## src/logic/cpu_pkg.sv

```systemverilog
package cpu_pkg;

	// ------------------------------------------------------------------------
	// widths
	// ------------------------------------------------------------------------
	localparam int WORD_W     = 32; // data word and instruction
	localparam int REG_ADDR_W = 5;
	localparam int NUM_GPR    = 32;
	localparam int OPC_W      = 6;  // instr[31:26]
	localparam int IMM_W      = 16; // instr[15:0], overlaps rb

	// ------------------------------------------------------------------------
	// encodings
	// ------------------------------------------------------------------------
	typedef enum logic [OPC_W-1:0] {
		OP_NOP  = 6'h00,
		OP_ADD  = 6'h01,
		OP_SUB  = 6'h02,
		OP_AND  = 6'h03,
		OP_OR   = 6'h04,
		OP_XOR  = 6'h05,
		OP_SLT  = 6'h06,
		OP_ADDI = 6'h07, // ra + sext(imm)
		OP_LUI  = 6'h08, // imm << 16
		OP_BEQ  = 6'h09, // no register write
		OP_JAL  = 6'h0a  // dst <= pc+1
	} opcode_e;

	typedef enum logic [3:0] {
		ALU_NOP    = 4'h0,
		ALU_ADD    = 4'h1,
		ALU_SUB    = 4'h2,
		ALU_AND    = 4'h3,
		ALU_OR     = 4'h4,
		ALU_XOR    = 4'h5,
		ALU_SLT    = 4'h6, // signed compare
		ALU_PASS_B = 4'h7
	} alu_op_e;

	typedef enum logic {
		EX_SEL_ALU  = 1'b0,
		EX_SEL_LINK = 1'b1
	} ex_sel_e;

	// ------------------------------------------------------------------------
	// pipeline structs
	// ------------------------------------------------------------------------
	typedef struct packed {
		logic              valid;
		logic [WORD_W-1:0] pc;
		logic [WORD_W-1:0] instr;
	} fetch_t;

	typedef struct packed {
		logic                  en;        // slot holds a real instruction
		alu_op_e               alu_op;
		logic [WORD_W-1:0]     alu_in_0;
		logic [WORD_W-1:0]     alu_in_1;
		logic [WORD_W-1:0]     ra_val;    // compare operands for beq
		logic [WORD_W-1:0]     rb_val;
		logic                  is_branch;
		logic                  is_jump;
		logic [WORD_W-1:0]     target;    // pc + sext(imm)
		logic [REG_ADDR_W-1:0] dst_addr;
		logic                  gpr_we;
		ex_sel_e               ex_sel;
		logic [WORD_W-1:0]     link_val;  // pc+1
	} id_ex_t;

	typedef struct packed {
		logic                  we;
		logic [REG_ADDR_W-1:0] addr;
		logic [WORD_W-1:0]     data;
	} fwd_t;

	typedef struct packed {
		logic                  valid;
		logic [REG_ADDR_W-1:0] dst;
		logic [WORD_W-1:0]     data;
	} commit_t;

	typedef struct packed {
		logic              valid;
		logic [WORD_W-1:0] target;
	} redirect_t;

	// empty ID/EX slot, also the reset value
	localparam id_ex_t ID_EX_BUBBLE = '{
		en:        1'b0,
		alu_op:    ALU_NOP,
		alu_in_0:  '0,
		alu_in_1:  '0,
		ra_val:    '0,
		rb_val:    '0,
		is_branch: 1'b0,
		is_jump:   1'b0,
		target:    '0,
		dst_addr:  '0,
		gpr_we:    1'b0,
		ex_sel:    EX_SEL_ALU,
		link_val:  '0
	};

endpackage

```

## src/logic/core_top.sv

```systemverilog
`timescale 1ns/1ps

module core_top
	import cpu_pkg::*;
(
	input  logic      clk,
	input  logic      rst_n,
	input  logic      hold,     // freezes decode and ID/EX
	input  fetch_t    fetch,
	output redirect_t redirect, // also the ID/EX flush
	output commit_t   commit
);

	logic [REG_ADDR_W-1:0] ra_addr;
	logic [REG_ADDR_W-1:0] rb_addr;
	logic [WORD_W-1:0]     ra_data;
	logic [WORD_W-1:0]     rb_data;
	id_ex_t                dec;    // decoder out
	id_ex_t                id;     // ID/EX out
	fwd_t                  ex_fwd;
	fwd_t                  wb_fwd; // forwarding and file write

	// ------------------------------------------------------------------------
	// decode
	// ------------------------------------------------------------------------
	gpr_file u_gpr_file (
		.clk     (clk),
		.rst_n   (rst_n),
		.ra_addr (ra_addr),
		.rb_addr (rb_addr),
		.wr      (wb_fwd),
		.ra_data (ra_data),
		.rb_data (rb_data)
	);

	id_decoder u_id_decoder (
		.fetch   (fetch),
		.ra_addr (ra_addr),
		.rb_addr (rb_addr),
		.ra_data (ra_data),
		.rb_data (rb_data),
		.ex_fwd  (ex_fwd),
		.wb_fwd  (wb_fwd),
		.dec     (dec)
	);

	id_reg u_id_reg (
		.clk   (clk),
		.rst_n (rst_n),
		.hold  (hold),
		.flush (redirect.valid),
		.dec   (dec),
		.id    (id)
	);

	// ------------------------------------------------------------------------
	// execute and writeback
	// ------------------------------------------------------------------------
	ex_stage u_ex_stage (
		.clk      (clk),
		.rst_n    (rst_n),
		.hold     (hold),
		.id       (id),
		.ex_fwd   (ex_fwd),
		.wb_fwd   (wb_fwd),
		.redirect (redirect),
		.commit   (commit)
	);

endmodule

```

## src/logic/ex_stage.sv

```systemverilog
`timescale 1ns/1ps

module ex_stage
	import cpu_pkg::*;
(
	input  logic      clk,
	input  logic      rst_n,
	input  logic      hold,
	input  id_ex_t    id,
	output fwd_t      ex_fwd,   // combinational result
	output fwd_t      wb_fwd,   // writeback register, also the file write
	output redirect_t redirect,
	output commit_t   commit
);

	logic [WORD_W-1:0]     alu_res;
	logic [WORD_W-1:0]     result;
	logic                  taken;
	logic                  ex_we;
	logic                  wb_valid; // control, reset
	logic [REG_ADDR_W-1:0] wb_dst;   // payload, no reset
	logic [WORD_W-1:0]     wb_data;

	// ------------------------------------------------------------------------
	// ALU
	// ------------------------------------------------------------------------
	always_comb begin
		case (id.alu_op)
			ALU_ADD:    alu_res = id.alu_in_0 + id.alu_in_1;
			ALU_SUB:    alu_res = id.alu_in_0 - id.alu_in_1;
			ALU_AND:    alu_res = id.alu_in_0 & id.alu_in_1;
			ALU_OR:     alu_res = id.alu_in_0 | id.alu_in_1;
			ALU_XOR:    alu_res = id.alu_in_0 ^ id.alu_in_1;
			ALU_SLT: begin
				alu_res = {{(WORD_W-1){1'b0}},
					$signed(id.alu_in_0) < $signed(id.alu_in_1)};
			end
			ALU_PASS_B: alu_res = id.alu_in_1; // lui
			default:    alu_res = '0;          // nop, beq
		endcase
	end

	assign result = (id.ex_sel == EX_SEL_LINK) ? id.link_val : alu_res;
	assign ex_we  = id.en & id.gpr_we;

	assign ex_fwd = '{we: ex_we, addr: id.dst_addr, data: result};

	// ------------------------------------------------------------------------
	// branch / jump
	// ------------------------------------------------------------------------
	assign taken = id.is_jump | (id.is_branch & (id.ra_val == id.rb_val));

	// no redirect while held, the instr is still waiting
	assign redirect = '{valid: id.en & taken & ~hold, target: id.target};

	// ------------------------------------------------------------------------
	// writeback register
	// ------------------------------------------------------------------------
	always_ff @(posedge clk) begin
		if (!rst_n) begin
			wb_valid <= 1'b0;
		end else begin
			wb_valid <= ex_we & ~hold; // held instr retires later, once
		end
	end

	always_ff @(posedge clk) begin
		wb_dst  <= id.dst_addr;
		wb_data <= result;
	end

	assign wb_fwd = '{we: wb_valid, addr: wb_dst, data: wb_data};

	// dst 0 still reported, data as computed
	assign commit = '{valid: wb_valid, dst: wb_dst, data: wb_data};

endmodule

```

## src/logic/gpr_file.sv

```systemverilog
`timescale 1ns/1ps

module gpr_file
	import cpu_pkg::*;
(
	input  logic                  clk,
	input  logic                  rst_n,
	input  logic [REG_ADDR_W-1:0] ra_addr,
	input  logic [REG_ADDR_W-1:0] rb_addr,
	input  fwd_t                  wr,      // from the writeback register
	output logic [WORD_W-1:0]     ra_data,
	output logic [WORD_W-1:0]     rb_data
);

	logic [WORD_W-1:0] regs [NUM_GPR];

	// ------------------------------------------------------------------------
	// write port
	// ------------------------------------------------------------------------
	always_ff @(posedge clk) begin
		if (!rst_n) begin
			for (int i = 0; i < NUM_GPR; i++) begin
				regs[i] <= '0;
			end
		end else if (wr.we && wr.addr != '0) begin // r0 stays zero
			regs[wr.addr] <= wr.data;
		end
	end

	// ------------------------------------------------------------------------
	// read ports, combinational
	// ------------------------------------------------------------------------
	always_comb begin
		ra_data = regs[ra_addr];
		rb_data = regs[rb_addr];
		// r0 forced, even if something slipped in
		if (ra_addr == '0) begin
			ra_data = '0;
		end
		if (rb_addr == '0) begin
			rb_data = '0;
		end
	end

endmodule

```

## src/logic/id_decoder.sv

```systemverilog
`timescale 1ns/1ps

module id_decoder
	import cpu_pkg::*;
(
	input  fetch_t                fetch,
	output logic [REG_ADDR_W-1:0] ra_addr,
	output logic [REG_ADDR_W-1:0] rb_addr,
	input  logic [WORD_W-1:0]     ra_data,
	input  logic [WORD_W-1:0]     rb_data,
	input  fwd_t                  ex_fwd,  // instr now in ID/EX
	input  fwd_t                  wb_fwd,  // writeback register
	output id_ex_t                dec
);

	opcode_e               op;
	logic [REG_ADDR_W-1:0] dst;
	logic [IMM_W-1:0]      imm;
	logic [WORD_W-1:0]     imm_sext;
	logic [WORD_W-1:0]     imm_hi;
	logic [WORD_W-1:0]     ra_val;
	logic [WORD_W-1:0]     rb_val;
	alu_op_e               alu_op;
	ex_sel_e               ex_sel;
	logic                  use_imm; // operand b from sext(imm)
	logic                  use_hi;  // operand b from imm << 16
	logic                  gpr_we;
	logic                  is_branch;
	logic                  is_jump;

	// ------------------------------------------------------------------------
	// field split
	// ------------------------------------------------------------------------
	assign op       = opcode_e'(fetch.instr[31:26]);
	assign dst      = fetch.instr[25:21];
	assign ra_addr  = fetch.instr[20:16];
	assign rb_addr  = fetch.instr[15:11];
	assign imm      = fetch.instr[IMM_W-1:0];
	assign imm_sext = {{(WORD_W-IMM_W){imm[IMM_W-1]}}, imm};
	assign imm_hi   = {imm, {(WORD_W-IMM_W){1'b0}}};

	// newest result wins: ex, then wb, then the file
	function automatic logic [WORD_W-1:0] fwd_pick(
		input logic [REG_ADDR_W-1:0] addr,
		input logic [WORD_W-1:0]     rf_data,
		input fwd_t                  ex,
		input fwd_t                  wb
	);
		if (ex.we && ex.addr != '0 && ex.addr == addr)
			return ex.data;
		if (wb.we && wb.addr != '0 && wb.addr == addr)
			return wb.data;
		return rf_data; // r0 already zero from the file
	endfunction

	assign ra_val = fwd_pick(ra_addr, ra_data, ex_fwd, wb_fwd);
	assign rb_val = fwd_pick(rb_addr, rb_data, ex_fwd, wb_fwd);

	// ------------------------------------------------------------------------
	// control decode
	// ------------------------------------------------------------------------
	always_comb begin
		alu_op    = ALU_NOP; // defaults give a bubble
		ex_sel    = EX_SEL_ALU;
		use_imm   = 1'b0;
		use_hi    = 1'b0;
		gpr_we    = 1'b0;
		is_branch = 1'b0;
		is_jump   = 1'b0;
		case (op)
			OP_ADD: begin
				alu_op = ALU_ADD;
				gpr_we = 1'b1;
			end
			OP_SUB: begin
				alu_op = ALU_SUB;
				gpr_we = 1'b1;
			end
			OP_AND: begin
				alu_op = ALU_AND;
				gpr_we = 1'b1;
			end
			OP_OR: begin
				alu_op = ALU_OR;
				gpr_we = 1'b1;
			end
			OP_XOR: begin
				alu_op = ALU_XOR;
				gpr_we = 1'b1;
			end
			OP_SLT: begin
				alu_op = ALU_SLT;
				gpr_we = 1'b1;
			end
			OP_ADDI: begin
				alu_op  = ALU_ADD;
				use_imm = 1'b1;
				gpr_we  = 1'b1;
			end
			OP_LUI: begin
				alu_op = ALU_PASS_B; // b already shifted
				use_hi = 1'b1;
				gpr_we = 1'b1;
			end
			OP_BEQ: is_branch = 1'b1; // compare done in ex
			OP_JAL: begin
				is_jump = 1'b1;
				ex_sel  = EX_SEL_LINK;
				gpr_we  = 1'b1;
			end
			default: ; // nop and unknown codes
		endcase
	end

	// ------------------------------------------------------------------------
	// ID/EX payload
	// ------------------------------------------------------------------------
	always_comb begin
		dec.en        = fetch.valid;
		dec.alu_op    = alu_op;
		dec.alu_in_0  = ra_val;
		dec.alu_in_1  = use_hi ? imm_hi : (use_imm ? imm_sext : rb_val);
		dec.ra_val    = ra_val;
		dec.rb_val    = rb_val;
		dec.is_branch = is_branch;
		dec.is_jump   = is_jump;
		dec.target    = fetch.pc + imm_sext; // pc relative, word addressed
		dec.dst_addr  = dst;
		dec.gpr_we    = gpr_we;
		dec.ex_sel    = ex_sel;
		dec.link_val  = fetch.pc + WORD_W'(1);
	end

endmodule

```

## src/logic/id_reg.sv

```systemverilog
`timescale 1ns/1ps

module id_reg
	import cpu_pkg::*;
(
	input  logic   clk,
	input  logic   rst_n,
	input  logic   hold,  // external back-pressure
	input  logic   flush, // taken branch or jump in ex
	input  id_ex_t dec,
	output id_ex_t id
);

	// ------------------------------------------------------------------------
	// ID/EX register
	// priority: hold > flush > load
	// ------------------------------------------------------------------------
	always_ff @(posedge clk) begin
		if (!rst_n) begin
			id <= ID_EX_BUBBLE; // start empty
		end else if (hold) begin
			id <= id; // frozen, instr stays for ex
		end else if (flush) begin
			// kill the instr fetched behind the redirect
			id <= ID_EX_BUBBLE;
		end else begin
			id <= dec;
		end
	end

endmodule

```

## config.mk

```make
export PLATFORM = sky130hd
export DESIGN_NAME = core_top
export DESIGN_NICKNAME = d
export VERILOG_FILES = /design/src/logic/cpu_pkg.sv /design/src/logic/core_top.sv /design/src/logic/ex_stage.sv /design/src/logic/gpr_file.sv /design/src/logic/id_decoder.sv /design/src/logic/id_reg.sv
export SDC_FILE = /design/constraint.sdc
export NUM_CORES = 2
export LEC_CHECK = 0
export ABC_AREA = 1
export BUFFER_PORTS_ARGS = -buffer_cell sky130_fd_sc_hd__buf_2
export CAP_MARGIN = 0
export CORE_MARGIN = 2
export CORE_UTILIZATION = 40
export DETAILED_ROUTE_END_ITERATION = 16
export GPL_ROUTABILITY_DRIVEN = 1
export PLACE_DENSITY_LB_ADDON = 0.12
export SLEW_MARGIN = 25
export SYNTH_ARGS = -nofsm -noshare
export SYNTH_HDL_FRONTEND = slang
export SYNTH_SLANG_ARGS = --single-unit
```

## constraint.sdc

```tcl
create_clock -name clk -period 3.1 [get_ports clk]
set_input_delay 0.62 -clock clk [delete_from_list [all_inputs] [get_ports clk]]
set_output_delay 0.62 -clock clk [all_outputs]
set_load 0.01 [all_outputs]
```

==> summary.txt <==
Detailed routing
  – Wirelength, routed: 347.4 mm
  – Via density: 5.883
  – First DRT Iteration DRCs: 9916
  – WL/cell: 28.07 um
  – Final ANT Viol Nets: 0
  – Via count: around 73000
  – DRT Pass-1 Iters: 8
  – Post-route DRC violation count: 0

Timing
  – Slew Viols, Final: 0
  – Final setup violating endpoints: 1
  – Final Hold Fails: 0
  – Clk_skew: about 42 ps
  – Max transition margin: 31.92%
  – Worst slew pin tran: ~1000 ps
  – Final Critical Period: 3179 ps
  – Final Cycle Share: 102.5%
  – RSZ-0062 raised after global routing: yes
  – Worst setup margin: -78.51 ps
  – FMAX: 314.6 MHz
  – Setup TNS: -78.51 ps

Setup path
  – Reg2reg start: u_id_reg.id[139]
  – FF-to-FF setup slack: 50 ps
  – Crit Path Category: flip-flop to primary output
  – R2R depth: 14
  – Req. time, crit path: 2480 ps
  – CP arrival: 2560 ps
  – Critical Path End Type: primary output
  – Startpoint types: flip-flop
  – Largest fanout on the critical path: 3
  – Critical Path Sink: redirect[32]
  – Crit path launch: u_id_reg.id[110]
  – Worst reg2reg endpoint: u_id_reg.id[140]

Power and ir drop
  – Lkg Pwr: 34.78 nW
  – Worst VDD drop: between 0.4 and 0.5 mV
  – P per Cell Area: 511.8 nW/um^2

Clocking
  – Clock transition at path regs: roughly 60 ps
  – Clock latency at the later pin of the worst-skew pair: 830 ps
  – CTS tree: done
  – CTS buffer count: 149
  – Root Driver: clkbuf_16
  – Max Root-Sink Buffers: 3
  – Htree depth: 4
  – Clk sinks: about 1200

GRT
  – Largest net degree at the start of global routing: between 150 and 200
  – Vias in the first global route: between 60000 and 70000
  – First-pass GRT wire length: ~500 mm
  – Overflow after GRT: 0
  – Initial antenna violation count: 6
  – Total GRT Usage: between 30% and 40%

Synth
  – Post-synthesis instance total: 9380
  – EDFF count, synth: 1024
  – Syn. warnings: 0
  – Sequential area share after synthesis: between 40% and 50%
  – Top FF cell, synth: edfxtp_1
  – Top-area cell type share of the netlist area: a little over two fifths
  – Area contributors post-synth: edfxtp_1, nand2_1, nor2_1, o21ai_0, dfxtp_1
  – Mapped cell area: 73830 sq um
  – Cell accounting for the most synthesized area: edfxtp_1
  – Synth Area per Inst: approximately 8 sq um
  – Synth cell types: 60
  – #FFs+latches synth: between 1000 and 1500
  – Post-synth ARST share: 0%

Worst hold path
  – Worst min-delay path class: input port to flip-flop
  – Hold Startpoint: fetch[64]

Placement
  – Pre-CTS setup slack: -240.9 ps
  – Placed cells: about 12000
  – PortBufs: ~140
  – Routability Congestion: 1.017
  – Dpl hpwl: around 240 mm

Floorplanning
  – Die X: 433.6 um
  – Boundary pin count: 139
  – Die area: about 190000 sq um
  – Initial Util: 40.28%
  – Die Y: roughly 430 um
  – Floorplan row count: 157
  – Core area: roughly 180000 sq um

Final layout
  – FF/Latch Area: 34970 sq um
  – Final net count: between 10000 and 15000
  – Post-Layout Cell Count: 12376
  – Share of cells above drive strength 1: 14.37%
  – Synthesis-to-finish area growth: 18.96%
  – Area occupied by multi-input gates: 32400 sq um
  – Flip-flop count of the largest register after layout: 1024
  – Number of fill cells: 17994

Outcome
  – Violated checks: negative setup slack
  – Run status: complete, but fails checks

Flow run
  – Max-Cap Viols: 0
worst max-delay path, cell delays in order, from the launching register on:
cell and delay [ps]:
dfxtp_4 380, inv_6 80, nor2_4 30, a211oi_2 180
nand4_1 330, nor2_4 300, nand2_2 110, nand2_4 80
nand3_2 70, inv_2 70, buf_6 100
Yosys cell counts (3+ instances only):
cell / n
nand3_1: 662
ha_1: 145
a211oi_1: 12
or2_2: 25
nor4_1: 6
clkinv_1: 3
o211ai_1: 347
and2_1: 3
a31oi_1: 7
o21ai_1: 126
buf_2: 240
nand2_1: 1558
inv_2: 7
o21ai_2: 3
a21o_1: 9
nor2_2: 13
inv_1: 844
xor2_1: 53
fa_1: 3
dfxtp_1: 210
o2111ai_1: 13
o21a_1: 6
a21oi_2: 16
nor4_2: 3
edfxtp_1: 1024
xnor2_1: 20
o221ai_1: 29
clkbuf_1: 403
nor3_1: 35
buf_1: 39
buf_6: 36
o22ai_1: 79
o21ai_0: 932
a221oi_1: 29
nand4_1: 69
o21bai_1: 9
buf_4: 60
a21oi_1: 805
nor3_2: 3
nor2_1: 1464
o211ai_2: 3
layout by cell type, fill, tap and decap left out, types with 32 or more instances in the layout:
cell	n
a21oi_1	801
buf_12	170
buf_2	129
buf_4	702
clkbuf_1	42
clkbuf_16	152
conb_1	32
dfxtp_1	197
edfxtp_1	1024
ha_1	135
inv_1	829
nand2_1	1503
nand2_2	55
nand3_1	649
nand4_1	69
nor2_1	1455
o211ai_1	347
o21ai_0	931
o21ai_1	126
o22ai_1	78
xor2_1	52
worst min-delay path by stage:
stage / to / slack [ps] / depth (start not counted)
after floorplan: u_ex_stage.wb_dst[2] / 390 / 0
after global placement: u_id_reg.id[47] / 450 / 2
after detailed placement: u_id_reg.id[44] / 450 / 2
after CTS: u_id_reg.id[205] / 20 / 3
after global routing: u_id_reg.id[205] / 40 / 3
final: u_id_reg.id[205] / 50 / 3
metal layers:
layer / vias up / GRT usage, % / part of all wire (%)
met1: 35286 / 50.32 / 41
met5: - / 0.5204 / 0.043
met2: 4124 / 52.77 / 42
li1: 32596 / - / -
met3: 802 / 7.461 / 11
met4: 4 / 18.15 / 5.7
stage by stage:
step	total power, mW	cell area [sq um]	util, %	hold WS [ps]
2_1_floorplan	23.35	73950	-	393.8
3_3_place_gp	27.43	82830	45.19	448.6
3_5_place_dp	27.46	82830	45.19	452.7
4_1_cts	44.77	87620	47.81	17.48
5_1_grt	46.28	87830	47.92	43.16
6_report	44.95	87830	47.92	51.82
kinds of logic (layout without fill, tap and decap cells):
| family | after synthesis | after routing | synth area share [%] |
|---|---|---|---|
| and+or+nand+nor | 3857 | 3857 | 21.38 |
| adders and majority gates | 148 | 148 | 2.539 |
| other | 1 | 35 | 0.005079 |
| buffers and inverters | 1638 | 2136 | 9.458 |
| muxes | 1 | 1 | 0.01356 |
| AOI/OAI and AO/OA | 2428 | 2428 | 18.40 |
| DFF | 1234 | 1234 | 47.34 |
| xor gates and xnor gates | 73 | 73 | 0.8660 |
area by class of cell:
type / instances / area share, %
flip-flops and latches: 1234 / 39.82
multi-input cells: 6539 / 36.89
repair buffers: 1009 / 10.73
clock buffers: 203 / 4.641
inverters: 856 / 3.697
well taps: 2464 / 3.510
clock inverters: 68 / 0.6995
diodes: 3 / 0.008547
what timing repair did:
| action | in CTS | in global routing |
|---|---|---|
| cloned | 0 | 0 |
| buffers inserted | 5 | 0 |
| endpoints found under the setup margin | 2 | 46 |
| pin swaps | 11 | 10 |
| hold buffers | 0 | 0 |
| resized for setup | 40 | 56 |
power breakdown:
group	leakage [nW]	internal, mW	switching (mW)	total (mW)
Combinational	20.2	2.87	5.69	8.56
Sequential	12.3	18.6	0.380	18.9
Clock	2.28	9.97	7.49	17.5
Total	34.8	31.4	13.6	45.0
Power figures use the tool's default switching activity.
